**src/common/axil_pkg.sv**
```systemverilog
// AXI-Lite bus widths and response codes.
// Shared by the cut stages, the register slave and the testbench.
package axil_pkg;

  localparam int unsigned ADDR_W = 32;
  localparam int unsigned DATA_W = 32;
  localparam int unsigned STRB_W = DATA_W / 8;
  localparam int unsigned RESP_W = 2;

  localparam logic [RESP_W-1:0] RESP_OKAY   = 2'b00;
  localparam logic [RESP_W-1:0] RESP_SLVERR = 2'b10;

endpackage

```
**src/common/regs_pkg.sv**
```systemverilog
// Register map of the AXI-Lite register slave.
// The address union splits a bus address into word index and byte offset.
package regs_pkg;

  // Scratch registers sit at word indices 0 to 3
  localparam int unsigned N_SCRATCH = 4;
  localparam int unsigned IDX_W     = 3;

  // Read-only transaction counters
  localparam logic [IDX_W-1:0] IDX_WRCNT = 3'd4;
  localparam logic [IDX_W-1:0] IDX_RDCNT = 3'd5;

  typedef struct packed {
    logic [26:0]      upper;
    logic [IDX_W-1:0] idx;
    logic [1:0]       offset;
  } reg_addr_s;

  // One address word, read raw or as decoded fields
  typedef union packed {
    logic [31:0] raw;
    reg_addr_s   f;
  } reg_addr_u;

endpackage

```
**src/axil_cut/axil_spill_reg.sv**
```systemverilog
// Two-entry register slice for one valid/ready channel.
// Registers both valid and ready while keeping one transfer per cycle.
`timescale 1ns/1ps

module axil_spill_reg #(
  parameter int unsigned WIDTH = 32
) (
  input  logic             clk_i,
  input  logic             rst_n_i,
  input  logic             valid_i,
  output logic             ready_o,
  input  logic [WIDTH-1:0] data_i,
  output logic             valid_o,
  input  logic             ready_i,
  output logic [WIDTH-1:0] data_o
);

  // Entry A drives the output, entry B catches an item under back-pressure
  logic             a_full_q, b_full_q, ready_q;
  logic             a_full_d, b_full_d;
  logic [WIDTH-1:0] a_data_q, b_data_q;
  logic             push, pop;

  assign push = valid_i & ready_q;
  assign pop  = a_full_q & ready_i;

  always_comb begin
    a_full_d = a_full_q;
    b_full_d = b_full_q;
    if (pop && !push) begin
      if (b_full_q) b_full_d = 1'b0;
      else          a_full_d = 1'b0;
    end else if (push && !pop) begin
      if (a_full_q) b_full_d = 1'b1;
      else          a_full_d = 1'b1;
    end
  end

  always_ff @(posedge clk_i) begin
    if (!rst_n_i) begin
      a_full_q <= 1'b0;
      b_full_q <= 1'b0;
      ready_q  <= 1'b0;
    end else begin
      a_full_q <= a_full_d;
      b_full_q <= b_full_d;
      ready_q  <= ~b_full_d;
    end
  end

  always_ff @(posedge clk_i) begin
    if ((push && (!a_full_q || pop)) || (pop && b_full_q))
      a_data_q <= b_full_q ? b_data_q : data_i;
    if (push && a_full_q && !pop)
      b_data_q <= data_i;
  end

  assign valid_o = a_full_q;
  assign ready_o = ready_q;
  assign data_o  = a_data_q;

  a_hold_data: assert property (@(posedge clk_i) disable iff (!rst_n_i)
    valid_o && !ready_i |=> $stable(data_o));

endmodule

```
**src/axil_cut/axil_cut.sv**
```systemverilog
// One AXI-Lite pipeline stage.
// Requests and responses each pass through their own spill register.
`timescale 1ns/1ps

module axil_cut (
  input  logic                           clk_i,
  input  logic                           rst_n_i,
  // Slave side
  input  logic                           slv_awvalid_i,
  output logic                           slv_awready_o,
  input  logic [axil_pkg::ADDR_W-1:0]    slv_awaddr_i,
  input  logic                           slv_wvalid_i,
  output logic                           slv_wready_o,
  input  logic [axil_pkg::DATA_W-1:0]    slv_wdata_i,
  input  logic [axil_pkg::STRB_W-1:0]    slv_wstrb_i,
  output logic                           slv_bvalid_o,
  input  logic                           slv_bready_i,
  output logic [axil_pkg::RESP_W-1:0]    slv_bresp_o,
  input  logic                           slv_arvalid_i,
  output logic                           slv_arready_o,
  input  logic [axil_pkg::ADDR_W-1:0]    slv_araddr_i,
  output logic                           slv_rvalid_o,
  input  logic                           slv_rready_i,
  output logic [axil_pkg::DATA_W-1:0]    slv_rdata_o,
  output logic [axil_pkg::RESP_W-1:0]    slv_rresp_o,
  // Master side
  output logic                           mst_awvalid_o,
  input  logic                           mst_awready_i,
  output logic [axil_pkg::ADDR_W-1:0]    mst_awaddr_o,
  output logic                           mst_wvalid_o,
  input  logic                           mst_wready_i,
  output logic [axil_pkg::DATA_W-1:0]    mst_wdata_o,
  output logic [axil_pkg::STRB_W-1:0]    mst_wstrb_o,
  input  logic                           mst_bvalid_i,
  output logic                           mst_bready_o,
  input  logic [axil_pkg::RESP_W-1:0]    mst_bresp_i,
  output logic                           mst_arvalid_o,
  input  logic                           mst_arready_i,
  output logic [axil_pkg::ADDR_W-1:0]    mst_araddr_o,
  input  logic                           mst_rvalid_i,
  output logic                           mst_rready_o,
  input  logic [axil_pkg::DATA_W-1:0]    mst_rdata_i,
  input  logic [axil_pkg::RESP_W-1:0]    mst_rresp_i
);

  localparam int unsigned W_W = axil_pkg::DATA_W + axil_pkg::STRB_W;
  localparam int unsigned R_W = axil_pkg::DATA_W + axil_pkg::RESP_W;

  axil_spill_reg #(.WIDTH(axil_pkg::ADDR_W)) i_aw (
    .clk_i, .rst_n_i,
    .valid_i(slv_awvalid_i), .ready_o(slv_awready_o), .data_i(slv_awaddr_i),
    .valid_o(mst_awvalid_o), .ready_i(mst_awready_i), .data_o(mst_awaddr_o)
  );

  // Data and strobe travel as one word
  axil_spill_reg #(.WIDTH(W_W)) i_w (
    .clk_i, .rst_n_i,
    .valid_i(slv_wvalid_i), .ready_o(slv_wready_o), .data_i({slv_wdata_i, slv_wstrb_i}),
    .valid_o(mst_wvalid_o), .ready_i(mst_wready_i), .data_o({mst_wdata_o, mst_wstrb_o})
  );

  axil_spill_reg #(.WIDTH(axil_pkg::RESP_W)) i_b (
    .clk_i, .rst_n_i,
    .valid_i(mst_bvalid_i), .ready_o(mst_bready_o), .data_i(mst_bresp_i),
    .valid_o(slv_bvalid_o), .ready_i(slv_bready_i), .data_o(slv_bresp_o)
  );

  axil_spill_reg #(.WIDTH(axil_pkg::ADDR_W)) i_ar (
    .clk_i, .rst_n_i,
    .valid_i(slv_arvalid_i), .ready_o(slv_arready_o), .data_i(slv_araddr_i),
    .valid_o(mst_arvalid_o), .ready_i(mst_arready_i), .data_o(mst_araddr_o)
  );

  axil_spill_reg #(.WIDTH(R_W)) i_r (
    .clk_i, .rst_n_i,
    .valid_i(mst_rvalid_i), .ready_o(mst_rready_o), .data_i({mst_rdata_i, mst_rresp_i}),
    .valid_o(slv_rvalid_o), .ready_i(slv_rready_i), .data_o({slv_rdata_o, slv_rresp_o})
  );

endmodule

```
**src/axil_cut/axil_multicut.sv**
```systemverilog
// Chain of AXI-Lite cut stages for long buses.
// Each stage adds one cycle on requests and one on responses.
`timescale 1ns/1ps

module axil_multicut #(
  parameter int unsigned NoCuts = 1
) (
  input  logic                           clk_i,
  input  logic                           rst_n_i,
  input  logic                           slv_awvalid_i,
  output logic                           slv_awready_o,
  input  logic [axil_pkg::ADDR_W-1:0]    slv_awaddr_i,
  input  logic                           slv_wvalid_i,
  output logic                           slv_wready_o,
  input  logic [axil_pkg::DATA_W-1:0]    slv_wdata_i,
  input  logic [axil_pkg::STRB_W-1:0]    slv_wstrb_i,
  output logic                           slv_bvalid_o,
  input  logic                           slv_bready_i,
  output logic [axil_pkg::RESP_W-1:0]    slv_bresp_o,
  input  logic                           slv_arvalid_i,
  output logic                           slv_arready_o,
  input  logic [axil_pkg::ADDR_W-1:0]    slv_araddr_i,
  output logic                           slv_rvalid_o,
  input  logic                           slv_rready_i,
  output logic [axil_pkg::DATA_W-1:0]    slv_rdata_o,
  output logic [axil_pkg::RESP_W-1:0]    slv_rresp_o,
  output logic                           mst_awvalid_o,
  input  logic                           mst_awready_i,
  output logic [axil_pkg::ADDR_W-1:0]    mst_awaddr_o,
  output logic                           mst_wvalid_o,
  input  logic                           mst_wready_i,
  output logic [axil_pkg::DATA_W-1:0]    mst_wdata_o,
  output logic [axil_pkg::STRB_W-1:0]    mst_wstrb_o,
  input  logic                           mst_bvalid_i,
  output logic                           mst_bready_o,
  input  logic [axil_pkg::RESP_W-1:0]    mst_bresp_i,
  output logic                           mst_arvalid_o,
  input  logic                           mst_arready_i,
  output logic [axil_pkg::ADDR_W-1:0]    mst_araddr_o,
  input  logic                           mst_rvalid_i,
  output logic                           mst_rready_o,
  input  logic [axil_pkg::DATA_W-1:0]    mst_rdata_i,
  input  logic [axil_pkg::RESP_W-1:0]    mst_rresp_i
);

  // Index 0 is the slave side, index NoCuts the master side
  logic [NoCuts:0]                        awvalid, awready, wvalid, wready, bvalid, bready;
  logic [NoCuts:0]                        arvalid, arready, rvalid, rready;
  logic [NoCuts:0][axil_pkg::ADDR_W-1:0]  awaddr, araddr;
  logic [NoCuts:0][axil_pkg::DATA_W-1:0]  wdata, rdata;
  logic [NoCuts:0][axil_pkg::STRB_W-1:0]  wstrb;
  logic [NoCuts:0][axil_pkg::RESP_W-1:0]  bresp, rresp;

  assign awvalid[0]     = slv_awvalid_i;
  assign awaddr[0]      = slv_awaddr_i;
  assign slv_awready_o  = awready[0];
  assign wvalid[0]      = slv_wvalid_i;
  assign wdata[0]       = slv_wdata_i;
  assign wstrb[0]       = slv_wstrb_i;
  assign slv_wready_o   = wready[0];
  assign slv_bvalid_o   = bvalid[0];
  assign slv_bresp_o    = bresp[0];
  assign bready[0]      = slv_bready_i;
  assign arvalid[0]     = slv_arvalid_i;
  assign araddr[0]      = slv_araddr_i;
  assign slv_arready_o  = arready[0];
  assign slv_rvalid_o   = rvalid[0];
  assign slv_rdata_o    = rdata[0];
  assign slv_rresp_o    = rresp[0];
  assign rready[0]      = slv_rready_i;

  // With NoCuts of zero the loop is empty and both ends share index 0
  for (genvar i = 0; i < NoCuts; i++) begin : gen_cuts
    axil_cut i_cut (
      .clk_i, .rst_n_i,
      .slv_awvalid_i(awvalid[i]), .slv_awready_o(awready[i]), .slv_awaddr_i(awaddr[i]),
      .slv_wvalid_i(wvalid[i]), .slv_wready_o(wready[i]),
      .slv_wdata_i(wdata[i]), .slv_wstrb_i(wstrb[i]),
      .slv_bvalid_o(bvalid[i]), .slv_bready_i(bready[i]), .slv_bresp_o(bresp[i]),
      .slv_arvalid_i(arvalid[i]), .slv_arready_o(arready[i]), .slv_araddr_i(araddr[i]),
      .slv_rvalid_o(rvalid[i]), .slv_rready_i(rready[i]),
      .slv_rdata_o(rdata[i]), .slv_rresp_o(rresp[i]),
      .mst_awvalid_o(awvalid[i+1]), .mst_awready_i(awready[i+1]), .mst_awaddr_o(awaddr[i+1]),
      .mst_wvalid_o(wvalid[i+1]), .mst_wready_i(wready[i+1]),
      .mst_wdata_o(wdata[i+1]), .mst_wstrb_o(wstrb[i+1]),
      .mst_bvalid_i(bvalid[i+1]), .mst_bready_o(bready[i+1]), .mst_bresp_i(bresp[i+1]),
      .mst_arvalid_o(arvalid[i+1]), .mst_arready_i(arready[i+1]), .mst_araddr_o(araddr[i+1]),
      .mst_rvalid_i(rvalid[i+1]), .mst_rready_o(rready[i+1]),
      .mst_rdata_i(rdata[i+1]), .mst_rresp_i(rresp[i+1])
    );
  end

  assign mst_awvalid_o   = awvalid[NoCuts];
  assign mst_awaddr_o    = awaddr[NoCuts];
  assign awready[NoCuts] = mst_awready_i;
  assign mst_wvalid_o    = wvalid[NoCuts];
  assign mst_wdata_o     = wdata[NoCuts];
  assign mst_wstrb_o     = wstrb[NoCuts];
  assign wready[NoCuts]  = mst_wready_i;
  assign bvalid[NoCuts]  = mst_bvalid_i;
  assign bresp[NoCuts]   = mst_bresp_i;
  assign mst_bready_o    = bready[NoCuts];
  assign mst_arvalid_o   = arvalid[NoCuts];
  assign mst_araddr_o    = araddr[NoCuts];
  assign arready[NoCuts] = mst_arready_i;
  assign rvalid[NoCuts]  = mst_rvalid_i;
  assign rdata[NoCuts]   = mst_rdata_i;
  assign rresp[NoCuts]   = mst_rresp_i;
  assign mst_rready_o    = rready[NoCuts];

endmodule

```
**src/hw/axil_reg_ctrl.sv**
```systemverilog
// AXI-Lite slave controller for the register block.
// Takes AW with W, or AR, and answers with one B or R beat.
`timescale 1ns/1ps

module axil_reg_ctrl (
  input  logic                           clk_i,
  input  logic                           rst_n_i,
  input  logic                           awvalid_i,
  output logic                           awready_o,
  input  logic [axil_pkg::ADDR_W-1:0]    awaddr_i,
  input  logic                           wvalid_i,
  output logic                           wready_o,
  input  logic [axil_pkg::DATA_W-1:0]    wdata_i,
  input  logic [axil_pkg::STRB_W-1:0]    wstrb_i,
  output logic                           bvalid_o,
  input  logic                           bready_i,
  output logic [axil_pkg::RESP_W-1:0]    bresp_o,
  input  logic                           arvalid_i,
  output logic                           arready_o,
  input  logic [axil_pkg::ADDR_W-1:0]    araddr_i,
  output logic                           rvalid_o,
  input  logic                           rready_i,
  output logic [axil_pkg::DATA_W-1:0]    rdata_o,
  output logic [axil_pkg::RESP_W-1:0]    rresp_o,
  output logic                           wr_en_o,
  output logic [regs_pkg::IDX_W-1:0]     wr_idx_o,
  output logic [axil_pkg::DATA_W-1:0]    wr_data_o,
  output logic [axil_pkg::STRB_W-1:0]    wr_strb_o,
  output logic [regs_pkg::IDX_W-1:0]     rd_idx_o,
  input  logic [axil_pkg::DATA_W-1:0]    rd_data_i,
  output logic                           wr_done_o,
  output logic                           rd_done_o
);

  typedef enum logic [1:0] {IDLE, WRESP, RRESP} state_e;

  state_e                         state_q;
  regs_pkg::reg_addr_u            waddr, raddr;
  logic                           wr_acc, rd_acc, wr_ok, rd_ok;
  logic [axil_pkg::RESP_W-1:0]    bresp_q, rresp_q;
  logic [axil_pkg::DATA_W-1:0]    rdata_q;

  assign waddr.raw = awaddr_i;
  assign raddr.raw = araddr_i;

  // Only scratch registers take writes, counters are read-only
  assign wr_ok = (waddr.f.upper == '0) && (waddr.f.idx < regs_pkg::N_SCRATCH);
  assign rd_ok = (raddr.f.upper == '0) && (raddr.f.idx <= regs_pkg::IDX_RDCNT);

  // Writes win when both kinds are waiting
  assign wr_acc    = (state_q == IDLE) && awvalid_i && wvalid_i;
  assign rd_acc    = (state_q == IDLE) && arvalid_i && !(awvalid_i && wvalid_i);
  assign awready_o = wr_acc;
  assign wready_o  = wr_acc;
  assign arready_o = rd_acc;

  assign wr_en_o   = wr_acc && wr_ok;
  assign wr_idx_o  = waddr.f.idx;
  assign wr_data_o = wdata_i;
  assign wr_strb_o = wstrb_i;
  assign rd_idx_o  = raddr.f.idx;

  always_ff @(posedge clk_i) begin
    if (!rst_n_i) begin
      state_q <= IDLE;
    end else begin
      case (state_q)
        IDLE: begin
          if (wr_acc)      state_q <= WRESP;
          else if (rd_acc) state_q <= RRESP;
        end
        WRESP:   if (bready_i) state_q <= IDLE;
        RRESP:   if (rready_i) state_q <= IDLE;
        default: state_q <= IDLE;
      endcase
    end
  end

  // Response payload is captured at accept and held until the handshake
  always_ff @(posedge clk_i) begin
    if (wr_acc)
      bresp_q <= wr_ok ? axil_pkg::RESP_OKAY : axil_pkg::RESP_SLVERR;
    if (rd_acc) begin
      rresp_q <= rd_ok ? axil_pkg::RESP_OKAY : axil_pkg::RESP_SLVERR;
      rdata_q <= rd_ok ? rd_data_i : '0;
    end
  end

  assign bvalid_o = (state_q == WRESP);
  assign rvalid_o = (state_q == RRESP);
  assign bresp_o  = bresp_q;
  assign rresp_o  = rresp_q;
  assign rdata_o  = rdata_q;

  assign wr_done_o = bvalid_o && bready_i && (bresp_q == axil_pkg::RESP_OKAY);
  assign rd_done_o = rvalid_o && rready_i && (rresp_q == axil_pkg::RESP_OKAY);

  a_one_resp: assert property (@(posedge clk_i) disable iff (!rst_n_i)
    !(bvalid_o && rvalid_o));

  a_wr_en_hs: assert property (@(posedge clk_i) disable iff (!rst_n_i)
    wr_en_o |-> awvalid_i && awready_o && wvalid_i && wready_o);

endmodule

```
**src/hw/axil_reg_file.sv**
```systemverilog
// Scratch register storage with byte-strobe writes.
// The read mux also exposes the two transaction counters.
`timescale 1ns/1ps

module axil_reg_file (
  input  logic                           clk_i,
  input  logic                           rst_n_i,
  input  logic                           wr_en_i,
  input  logic [regs_pkg::IDX_W-1:0]     wr_idx_i,
  input  logic [axil_pkg::DATA_W-1:0]    wr_data_i,
  input  logic [axil_pkg::STRB_W-1:0]    wr_strb_i,
  input  logic [regs_pkg::IDX_W-1:0]     rd_idx_i,
  output logic [axil_pkg::DATA_W-1:0]    rd_data_o,
  input  logic [axil_pkg::DATA_W-1:0]    wr_cnt_i,
  input  logic [axil_pkg::DATA_W-1:0]    rd_cnt_i
);

  localparam int unsigned SEL_W = $clog2(regs_pkg::N_SCRATCH);

  logic [regs_pkg::N_SCRATCH-1:0][axil_pkg::DATA_W-1:0] scratch_q;

  always_ff @(posedge clk_i) begin
    if (!rst_n_i) begin
      scratch_q <= '0;
    end else if (wr_en_i) begin
      for (int b = 0; b < axil_pkg::STRB_W; b++) begin
        if (wr_strb_i[b])
          scratch_q[wr_idx_i[SEL_W-1:0]][b*8 +: 8] <= wr_data_i[b*8 +: 8];
      end
    end
  end

  always_comb begin
    if (rd_idx_i < regs_pkg::N_SCRATCH)
      rd_data_o = scratch_q[rd_idx_i[SEL_W-1:0]];
    else if (rd_idx_i == regs_pkg::IDX_WRCNT)
      rd_data_o = wr_cnt_i;
    else if (rd_idx_i == regs_pkg::IDX_RDCNT)
      rd_data_o = rd_cnt_i;
    else
      rd_data_o = '0;
  end

endmodule

```
**src/hw/axil_txn_counter.sv**
```systemverilog
// Wrapping counters of completed OKAY writes and reads.
`timescale 1ns/1ps

module axil_txn_counter (
  input  logic                           clk_i,
  input  logic                           rst_n_i,
  input  logic                           wr_done_i,
  input  logic                           rd_done_i,
  output logic [axil_pkg::DATA_W-1:0]    wr_cnt_o,
  output logic [axil_pkg::DATA_W-1:0]    rd_cnt_o
);

  logic [axil_pkg::DATA_W-1:0] wr_cnt_q, rd_cnt_q;

  // Done pulses arrive at the response handshake, after the data left
  always_ff @(posedge clk_i) begin
    if (!rst_n_i) begin
      wr_cnt_q <= '0;
      rd_cnt_q <= '0;
    end else begin
      if (wr_done_i) wr_cnt_q <= wr_cnt_q + 1'b1;
      if (rd_done_i) rd_cnt_q <= rd_cnt_q + 1'b1;
    end
  end

  assign wr_cnt_o = wr_cnt_q;
  assign rd_cnt_o = rd_cnt_q;

endmodule

```
**src/hw/axil_reg_subsys.sv**
```systemverilog
// AXI-Lite register block behind NUM_CUTS pipeline stages.
// The testbench drives the slave-side channels.
`timescale 1ns/1ps

module axil_reg_subsys #(
  parameter int unsigned NUM_CUTS = 2
) (
  input  logic                           clk_i,
  input  logic                           rst_n_i,
  input  logic                           awvalid_i,
  output logic                           awready_o,
  input  logic [axil_pkg::ADDR_W-1:0]    awaddr_i,
  input  logic                           wvalid_i,
  output logic                           wready_o,
  input  logic [axil_pkg::DATA_W-1:0]    wdata_i,
  input  logic [axil_pkg::STRB_W-1:0]    wstrb_i,
  output logic                           bvalid_o,
  input  logic                           bready_i,
  output logic [axil_pkg::RESP_W-1:0]    bresp_o,
  input  logic                           arvalid_i,
  output logic                           arready_o,
  input  logic [axil_pkg::ADDR_W-1:0]    araddr_i,
  output logic                           rvalid_o,
  input  logic                           rready_i,
  output logic [axil_pkg::DATA_W-1:0]    rdata_o,
  output logic [axil_pkg::RESP_W-1:0]    rresp_o
);

  // Far end of the cut chain
  logic                           awvalid, awready, wvalid, wready, bvalid, bready;
  logic                           arvalid, arready, rvalid, rready;
  logic [axil_pkg::ADDR_W-1:0]    awaddr, araddr;
  logic [axil_pkg::DATA_W-1:0]    wdata, rdata;
  logic [axil_pkg::STRB_W-1:0]    wstrb;
  logic [axil_pkg::RESP_W-1:0]    bresp, rresp;

  // Register slave side
  logic                           wr_en, wr_done, rd_done;
  logic [regs_pkg::IDX_W-1:0]     wr_idx, rd_idx;
  logic [axil_pkg::DATA_W-1:0]    wr_data, rd_data, wr_cnt, rd_cnt;
  logic [axil_pkg::STRB_W-1:0]    wr_strb;

  axil_multicut #(.NoCuts(NUM_CUTS)) i_multicut (
    .clk_i, .rst_n_i,
    .slv_awvalid_i(awvalid_i), .slv_awready_o(awready_o), .slv_awaddr_i(awaddr_i),
    .slv_wvalid_i(wvalid_i), .slv_wready_o(wready_o),
    .slv_wdata_i(wdata_i), .slv_wstrb_i(wstrb_i),
    .slv_bvalid_o(bvalid_o), .slv_bready_i(bready_i), .slv_bresp_o(bresp_o),
    .slv_arvalid_i(arvalid_i), .slv_arready_o(arready_o), .slv_araddr_i(araddr_i),
    .slv_rvalid_o(rvalid_o), .slv_rready_i(rready_i),
    .slv_rdata_o(rdata_o), .slv_rresp_o(rresp_o),
    .mst_awvalid_o(awvalid), .mst_awready_i(awready), .mst_awaddr_o(awaddr),
    .mst_wvalid_o(wvalid), .mst_wready_i(wready), .mst_wdata_o(wdata), .mst_wstrb_o(wstrb),
    .mst_bvalid_i(bvalid), .mst_bready_o(bready), .mst_bresp_i(bresp),
    .mst_arvalid_o(arvalid), .mst_arready_i(arready), .mst_araddr_o(araddr),
    .mst_rvalid_i(rvalid), .mst_rready_o(rready), .mst_rdata_i(rdata), .mst_rresp_i(rresp)
  );

  axil_reg_ctrl i_ctrl (
    .clk_i, .rst_n_i,
    .awvalid_i(awvalid), .awready_o(awready), .awaddr_i(awaddr),
    .wvalid_i(wvalid), .wready_o(wready), .wdata_i(wdata), .wstrb_i(wstrb),
    .bvalid_o(bvalid), .bready_i(bready), .bresp_o(bresp),
    .arvalid_i(arvalid), .arready_o(arready), .araddr_i(araddr),
    .rvalid_o(rvalid), .rready_i(rready), .rdata_o(rdata), .rresp_o(rresp),
    .wr_en_o(wr_en), .wr_idx_o(wr_idx), .wr_data_o(wr_data), .wr_strb_o(wr_strb),
    .rd_idx_o(rd_idx), .rd_data_i(rd_data),
    .wr_done_o(wr_done), .rd_done_o(rd_done)
  );

  axil_reg_file i_reg_file (
    .clk_i, .rst_n_i,
    .wr_en_i(wr_en), .wr_idx_i(wr_idx), .wr_data_i(wr_data), .wr_strb_i(wr_strb),
    .rd_idx_i(rd_idx), .rd_data_o(rd_data),
    .wr_cnt_i(wr_cnt), .rd_cnt_i(rd_cnt)
  );

  axil_txn_counter i_txn_counter (
    .clk_i, .rst_n_i,
    .wr_done_i(wr_done), .rd_done_i(rd_done),
    .wr_cnt_o(wr_cnt), .rd_cnt_o(rd_cnt)
  );

endmodule

```
**config.mk**
```make
export PLATFORM = sky130hd
export DESIGN_NAME = axil_reg_subsys
export DESIGN_NICKNAME = d
export VERILOG_FILES = /design/src/common/axil_pkg.sv /design/src/common/regs_pkg.sv /design/src/axil_cut/axil_spill_reg.sv /design/src/axil_cut/axil_cut.sv /design/src/axil_cut/axil_multicut.sv /design/src/hw/axil_reg_ctrl.sv /design/src/hw/axil_reg_file.sv /design/src/hw/axil_txn_counter.sv /design/src/hw/axil_reg_subsys.sv
export SDC_FILE = /design/constraint.sdc
export NUM_CORES = 1
export LEC_CHECK = 0
export BUFFER_PORTS_ARGS = -buffer_cell sky130_fd_sc_hd__clkbuf_2
export CAP_MARGIN = 40
export CORE_ASPECT_RATIO = 1.25
export CORE_MARGIN = 10
export CORE_UTILIZATION = 50
export DETAILED_ROUTE_END_ITERATION = 8
export PLACE_DENSITY = 0.75
export SYNTH_ARGS = -nofsm -noshare
export SYNTH_HDL_FRONTEND = slang
export SYNTH_SLANG_ARGS = --single-unit
```
**constraint.sdc**
```tcl
create_clock -name clk_i -period 9.6 [get_ports clk_i]
set_clock_uncertainty 0.1 [all_clocks]
set_input_delay 0.48 -clock clk_i [delete_from_list [all_inputs] [get_ports clk_i]]
set_output_delay 0.48 -clock clk_i [all_outputs]
set_load 0.05 [all_outputs]
```
Word-level counts from Yosys, hierarchy flattened
Cells that the tools add are included.
- add/sub/neg operators: 2
- $lt $le $gt $ge: 6
- bitwise gates (word level): 25
- eq/ne operators: 17
- mux-type cells: 104
- reductions and logical operators: 145
- operator list (kind ; number):
    $mux W128 ; 10
    $bwmux W128 ; 4
    $mux W32 ; 9
    $demux W32 S2 ; 4
    $logic_and A1 B1 Y1 ; 73
    $mux W36 ; 2
    $mux W34 ; 2
    $add A32 B1 Y32 const B ; 2
    $bmux W32 S2 ; 1
    $mux W1 ; 60
    $logic_not A27 Y1 ; 2
    $logic_not A1 Y1 ; 26
    $mux W24 ; 1
    $ne A2 B2 Y1 const B ; 12
    $logic_or A1 B1 Y1 ; 20
    $reduce_and A2 Y1 ; 10
    $reduce_bool A2 Y1 ; 10
    $mux W16 ; 1
    $mux W2 ; 8
    $and A1 B1 Y1 ; 15
    $not A1 Y1 ; 10
    $mux W8 ; 1
    $eq A3 B3 Y1 const B ; 2
    $logic_not A2 Y1 ; 3
    9 further kinds ; 11
- register bits after elaboration: 804
- word-level logic and storage cells: 359
- output and inout bits: 41

Longest topological paths before layout
Gate-level depths: netlist of the first run.
- depth after elaboration: 18
- mapped depth: 7
- mapped depth without buffers: 5

By module
From an unflattened synthesis of the first run, not the netlist that was laid out.
- cell total of the unflattened synthesis: 2279
- area, all modules: 33562.2 um^2
- by module, submodules not included (module ; sequential area each (um^2) ; cells an instance ; area each (um^2) ; times used):
    axil_spill_reg (i_multicut.gen_cuts[0].i_cut.i_ar ...) ; 1981.9 ; 116 ; 2596.2 ; 4
    axil_reg_file ; 2562.5 ; 728 ; 6601.3 ; 1
    axil_spill_reg (i_multicut.gen_cuts[0].i_cut.i_w ...) ; 2222.1 ; 128 ; 2732.6 ; 2
    axil_spill_reg (i_multicut.gen_cuts[0].i_cut.i_r ...) ; 2102.0 ; 122 ; 2665.1 ; 2
    axil_txn_counter ; 1281.2 ; 349 ; 3007.9 ; 1
    axil_reg_ctrl ; 1061.0 ; 194 ; 2202.1 ; 1
    axil_spill_reg (i_multicut.gen_cuts[0].i_cut.i_b ...) ; 180.2 ; 22 ; 285.3 ; 2

Worst setup path after synthesis of the first run
Ideal clock, no wire load.
- kind: reg-to-reg
- from: register i_ctrl.state_q[1]
- to: register i_multicut.gen_cuts[1].i_cut.i_r.b_data_q[10], enable pin
- path buffers: 1
- cell stages (with the launch flop): 4
- slack: 5.853 ns
- clock period less this slack: 3.747 ns
- setup time: 0.471 ns
- data required time: 9.029 ns
- data arrival time: 3.176 ns
- path through: dfxtp_1 -> buf_2 -> nand3b_1 -> nor3b_1
- word-level cells in the longest chain between the ends: 4
- ends and longest elaborated chain (item ; RTL line ; RTL):
    from (decl) ; axil_reg_ctrl.sv:37 ; state_e state_q;
    from (signal assigned) ; axil_reg_ctrl.sv:65 ; state_q <= IDLE;
    from (signal assigned) ; axil_reg_ctrl.sv:69 ; if (wr_acc) state_q <= WRESP;
    from (signal assigned) ; axil_reg_ctrl.sv:70 ; else if (rd_acc) state_q <= RRESP;
    $eq A2 B2 Y1 ; axil_reg_ctrl.sv:90 ; assign rvalid_o = (state_q == RRESP);
    $and A1 B1 Y1 ; axil_spill_reg.sv:24 ; assign push = valid_i & ready_q;
    $logic_and A1 B1 Y1 (2 in a row) ; axil_spill_reg.sv:54 ; if (push && a_full_q && !pop)
    to (signal assigned) ; axil_spill_reg.sv:55 ; b_data_q <= data_i;
    to (decl) ; axil_spill_reg.sv:21 ; logic [WIDTH-1:0] a_data_q, b_data_q;
No other way between the ends.
A chain may end at the register's enable or synchronous reset.

Final worst setup path of the first run
- from: register i_ctrl.state_q[0]
- to: register i_txn_counter.wr_cnt_q (netlist bit i_txn_counter.wr_cnt_o[28])
- word-level cells in the longest chain between the ends: 3
- ends and longest elaborated chain (item ; RTL line ; RTL):
    $eq A2 B1 Y1 ; axil_reg_ctrl.sv:89 ; assign bvalid_o = (state_q == WRESP);
    $logic_and A1 B1 Y1 (2 in a row) ; axil_reg_ctrl.sv:95 ; assign wr_done_o = bvalid_o && bready_i && (bresp_q == axil_pkg::RESP_OKAY);
    to (signal assigned) ; axil_txn_counter.sv:21 ; if (wr_done_i) wr_cnt_q <= wr_cnt_q + 1'b1;
    to (decl) ; axil_txn_counter.sv:13 ; logic [axil_pkg::DATA_W-1:0] wr_cnt_q, rd_cnt_q;
No other way between the ends.

==> flow_metrics.tcl, run 1 <==
set metrics [dict create \
    ir_drop_v 0.0001441 \
    drc 0 \
    io_buffers 141 \
    status "complete, no violations" \
    drv_cap 0 \
    fin_tns_setup_ns 0 \
    worst_path_most_repeated_cell "or4_1" \
    post-route-min-period_ns 2.898 \
    cp-end-kind "register" \
    max_freq_mhz 345.1 \
    synth_edf_count 554 \
    start_util_pct 50.52 \
    cts-resized-gates 0 \
    async_flop_share_pct 0 \
    drt_iter0_drc 1116 \
    slowest_delay_ns 0.99 \
    ys_warn_count 0 \
    powerDensity_nw_per_um2 191.3 \
    gp_congestion 0.7976 \
    die-area_um2 71930 \
    drt_pass1_iterations 6 \
    dpl_cell_area_um2 32440 \
    grt_pass1_wl_um 93580 \
    hold_viol_final 0 \
    route.final.wire_length_um 56930 \
    ios 148 \
    area_growth_pct 16.75 \
    hold_class "in -> reg" \
    track_usage_pct 15.64 \
    fill_cells 4609 \
    synth.avg_cell_area_um2 15.14 \
    overflow 0 \
    crit_slowest_cell "or4_1" \
    power.total_w 0.006874 \
    netlist_area_um2 30770 \
    ys_top_cells_by_area "edfxtp_1, dfxtp_1, mux2_2" \
    rsz0062_at_grt "false" \
    final_nets 2386 \
    post-route-period-util_pct 30.19 \
    whs_ns 0.1244 \
    synth_cell_types 57 \
    antenna_found_initial 2 \
    slew_headroom_pct 39.50 \
    cts_inserted_buffers 74 \
    fp.dieW_um 241.9 \
    synth.most_common_cell "edfxtp_1" \
    worstPathArrival_ns 3.32 \
    dpl.hpwl_um 36950 \
    fin_util_pct 58.98 \
    cp-start-kind "register" \
    ys_top_cells_by_count "edfxtp_1, mux2_2, nand2_1, dfxtp_1, mux2i_1" \
    crit_type "reg -> reg" \
    cts_root_buf "clkbuf_16" \
    p_leak_nw 11.77 \
    clockBufferDepth 3 \
    finalSetupViolCount 0 \
    drive_gt1_share_pct 27.79 \
    cts_sinks 778 \
    yosysSeqAreaShare_pct 68.63 \
    worst-path-max-fanout 20 \
    ys.flop_type "edfxtp_1" \
    drtAntennaViolNets 0 \
    synth_largest_area_cell "edfxtp_1" \
    avgViaCountPerCell 5.405 \
    wl_per_cell_um 18.01 \
    slew_viol_final 0 \
    num_rows 101 \
    synth_seq_cells 778 \
    htreeDepth 3 \
    cp_cell_sequence "nand4bb_1 -> or4_1 -> or4_1 -> a21oi_1" \
    vias 17090 \
    fin_area_um2 35930 \
    grt_max_degree 80 \
    path_clk_slew_ns 0.06 \
    grt_pass1_vias 17860 \
    syn_inst 2033 \
    cp.required_ns 10.02 \
    synth_top_cell_area_share_pct 54.06 \
    cts_tree "built" \
    die_h_um 297.4 \
    clock_latency_ns 0.60 \
    tightest_slew_ns 0.9075 \
    core_area_um2 60910 \
]
==> cell usage in the layout (no fill, tap or decap), types with 8 or more instances in the layout <==
cell type and instances:
o21ai_0 18, nor4_1 13, inv_1 18, a22oi_1 33, nand2_1 236, clkinv_1 8
clkbuf_16 78, a21oi_1 58, and2_1 13, buf_4 33, or4_1 32, edfxtp_1 554
dfxtp_1 224, dlygate4sd3_1 96, xnor2_1 14, mux2i_1 130, nor2_1 66, o31ai_1 26
bufinv_16 9, clkbuf_2 141, nand4_1 13, or3_1 15, clkbuf_1 18, nor3_4 16
o21ai_1 10, nand3_1 26, mux2_2 288, mux4_2 32
==> final timing paths <==
| kind | slack, ns | cells after the start | to | start |
|---|---|---|---|---|
| min | 0.12 | 3 | i_multicut.gen_cuts[0].i_cut.i_ar.valid_o | arvalid_i |
| min reg2reg | 0.34 | 0 | i_multicut.gen_cuts[1].i_cut.i_aw.b_data_q[23] | i_multicut.gen_cuts[0].i_cut.i_aw.data_o[23] |
| max | 6.70 | 4 | i_txn_counter.wr_cnt_o[28] | i_ctrl.state_q[0] |
| max reg2reg | 6.70 | 4 | i_txn_counter.wr_cnt_o[28] | i_ctrl.state_q[0] |
==> cell families (layout without fill, tap and decap cells) <==
family | count (synthesis) | after routing | share of synthesized area [%]
AOI/OAI and AO/OA | 170 | 170 | 3.440
xor gates and xnor gates | 20 | 20 | 0.5692
adders and majority gates | 2 | 2 | 0.08130
buffers and inverters | 125 | 426 | 1.683
DFF | 778 | 778 | 68.63
muxes | 450 | 450 | 17.11
other | 1 | 4 | 0.01219
and+or+nand+nor | 487 | 487 | 8.473
==> registers in the layout, summed over array words and instances, names as in the netlist, 32 cells and up <==
name                                     cells
i_txn_counter.rd_cnt_o                      32
i_multicut.gen_cuts.i_cut.i_ar.b_data_q     60
i_multicut.gen_cuts.i_cut.i_aw.data_o       60
i_txn_counter.wr_cnt_o                      32
i_multicut.gen_cuts.i_cut.i_r.data_o        66
i_multicut.gen_cuts.i_cut.i_w.b_data_q      72
i_reg_file.scratch_q                       128
i_multicut.gen_cuts.i_cut.i_r.b_data_q      66
i_multicut.gen_cuts.i_cut.i_w.data_o        72
i_multicut.gen_cuts.i_cut.i_ar.data_o       60
i_multicut.gen_cuts.i_cut.i_aw.b_data_q     60
i_ctrl.rdata_o                              32
==> where the power goes <==
part	internal (W)	switching (W)	leakage [nW]
combinational	0.0000978	0.000107	3.74
sequential	0.00364	0.0000237	6.81
clock	0.00178	0.00123	1.22
total	0.00552	0.00136	11.8
==> cell type report <==
class | instances | area (um2) | share of cell area (%)
flip-flops and latches | 778 | 21120 | 58.78
multi-input cells | 1131 | 9203 | 25.61
clock buffers | 103 | 2101 | 5.847
repair buffers | 272 | 1977 | 5.502
well taps | 824 | 1031 | 2.870
clock inverters | 31 | 416.7 | 1.160
inverters | 20 | 75.07 | 0.2090
diodes | 2 | 5.005 | 0.01393
==> metrics by stage <==
step	instances	worst slack, ns
after floorplan	2034	5.853
after CTS	3159	6.713
after global placement	2926	6.800
final	3161	6.702
after detailed placement	2929	6.759
after global routing	3161	6.554
==> per-layer routing <==
layer | wire [um] | track usage [%] | vias up | part of all wire (%)
met2 | 28560 | 26.63 | 373 | 50
met1 | 24510 | 19.72 | 8418 | 43
met3 | 2449 | 2.586 | 99 | 4.3
met4 | 1405 | 5.980 | 0 | 2.5
li1 | - | - | 8195 | -
met5 | 0 | 0 | - | 0
==> what timing repair did <==
action / in CTS / in global routing
endpoints found under the hold margin: 96 / 0
setup buffers: 0 / 0
hold buffers: 96 / 0
setup endpoints to repair: 0 / 0
==> worst max-delay path, delay by kind of cell (launching register included) <==
family             cells  cell delay [ns]
and+or+nand+nor        3             2.03
AOI/OAI and AO/OA      1             0.15
DFF                    1             0.54
(Power assumes the default switching activity.)
==> inputs of run 2 (changes only) <==
- clock period: 9.6 -> 2.69 ns (I/O delays scaled with it)
==> flow_metrics.tcl, run 2 (same netlist as run 1, synthesis figures left out) <==
set metrics [dict create \
    rsz0062_at_grt "false" \
    avgViaCountPerCell 5.370 \
    min_path_cells 4 \
    track_usage_pct 15.78 \
    antenna_found_initial 1 \
    fin_tns_setup_ns 0 \
    worst-path-max-fanout 20 \
    cp.required_ns 3.13 \
    powerDensity_nw_per_um2 669.2 \
    r2r_slack_ns 0.29 \
    pre_cts_slack_ns 0.3203 \
    grt_pass1_vias 18020 \
    largest_reg_flops 128 \
    cp-end-kind "register" \
    slew_headroom_pct 47.62 \
    core_area_um2 60910 \
    post-route-min-period_ns 2.404 \
    grt.met1_usage_pct 20.00 \
    top_register "i_reg_file.scratch_q" \
    final_nets 2418 \
    cts_tree "built" \
    met3_usage_pct 2.505 \
    vias 17140 \
    drive_gt1_share_pct 28.47 \
    tightest_slew_ns 0.7857 \
    worst_r2r_path_depth 5 \
    grt_pass1_wl_um 94450 \
    fp.dieW_um 241.9 \
    use_met2_pct 27.10 \
    io_buffers 141 \
    route.final.wire_length_um 57480 \
    drtAntennaViolNets 0 \
    hold_viol_final 0 \
    ios 148 \
    overflow 0 \
    p_leak_nw 11.91 \
    drt_pass1_iterations 5 \
    area_growth_pct 17.30 \
    drc 0 \
    clock_latency_ns 0.61 \
    layout_commonest_cell "edfxtp_1" \
    cts_sinks 778 \
    wl_per_cell_um 18.01 \
    ir_drop_v 0.0005061 \
    num_rows 101 \
    setup_ws_ns 0.2865 \
    clockBufferDepth 3 \
    gp_congestion 0.8312 \
    cts_inserted_buffers 75 \
    layout_common_cells "edfxtp_1, mux2_2, nand2_1, dfxtp_1, clkbuf_2" \
    start_util_pct 50.52 \
    cts-resized-gates 0 \
    grt.busiest_layer "met2" \
    htreeDepth 3 \
    drv_cap 0 \
    max_freq_mhz 416.1 \
    post-route-period-util_pct 89.35 \
    finalSetupViolCount 0 \
    die_h_um 297.4 \
    cp-start-kind "register" \
    status "complete, no violations" \
    fill_cells 4634 \
    grt_max_degree 176 \
    die-area_um2 71930 \
    path_clk_slew_ns 0.06 \
    cts_root_buf "clkbuf_16" \
    slew_viol_final 0 \
    worstPathArrival_ns 2.84 \
    drt_iter0_drc 1104 \
    dpl.hpwl_um 37390 \
    hold_class "in -> reg" \
    crit_type "reg -> reg" \
]
==> run 2: cell count changes in the layout (fill, tap and decap cells not counted), moves of 2 or more <==
cell,before,now
buf_12,2,6
buf_4,33,56
bufinv_16,9,7
clkinv_2,6,13
clkinv_8,3,0
dlygate4sd3_1,96,101
==> run 2: through the flow <==
stage          utilization (%)  hold WS [ns]  instances  power (W)  instance area [um2]
2_1_floorplan                -        0.1334       2034    0.01371                30820
3_3_place_gp             53.65        0.2268       2955    0.01392                32680
3_5_place_dp             53.65        0.2285       2955    0.01396                32680
4_1_cts                  59.26      0.003715       3191    0.02443                36090
5_1_grt                  59.26       0.04509       3192    0.02494                36100
6_report                 59.26       0.03669       3192    0.02416                36100
==> run 2: layout make-up <==
type	count	area [um2]	area share [%]
tap	824	1031	2.856
antenna	1	2.502	0.006932
multi-input combinational	1131	9209	25.51
sequential	778	21120	58.51
clock buffer	101	2061	5.709
clock inverter	34	346.6	0.9601
timing repair buffer	303	2252	6.239
inverter	20	75.07	0.2080
==> run 2: report_power, final <==
part	switching (W)	internal, W
clock	0.00429	0.00605
combinational	0.000389	0.000357
sequential	0.0000855	0.0130
==> run 2: path summary, 6_finish.rpt <==
check / start / end
max: i_ctrl.bresp_o[1] / i_txn_counter.wr_cnt_o[28]
min: rst_n_i / i_reg_file.scratch_q[117]
max reg2reg: i_ctrl.bresp_o[1] / i_txn_counter.wr_cnt_o[28]
min reg2reg: i_multicut.gen_cuts[1].i_cut.i_r.data_o[29] / i_multicut.gen_cuts[0].i_cut.i_r.b_data_q[29]
==> run 2: timing repair <==
item / in CTS / in global routing
hold buffers: 101 / 0
setup buffers: 0 / 0
endpoints found under the hold margin: 209 / 0
==> run 2: worst max-delay path, cell delays in order, from the launching register on <==
cell and delay [ns]:
edfxtp_1 0.45, nand4bb_1 0.30, or4_1 0.65, buf_12 0.20, or4_1 0.50, a21oi_1 0.15
==> run 2: per-layer routing <==
metal | up-vias | wire length [um] | share of wire, %
met5 | - | 0 | 0
met4 | 0 | 1162 | 2.0
met3 | 76 | 2477 | 4.3
met2 | 372 | 29140 | 51
met1 | 8459 | 24700 | 43
li1 | 8235 | - | -
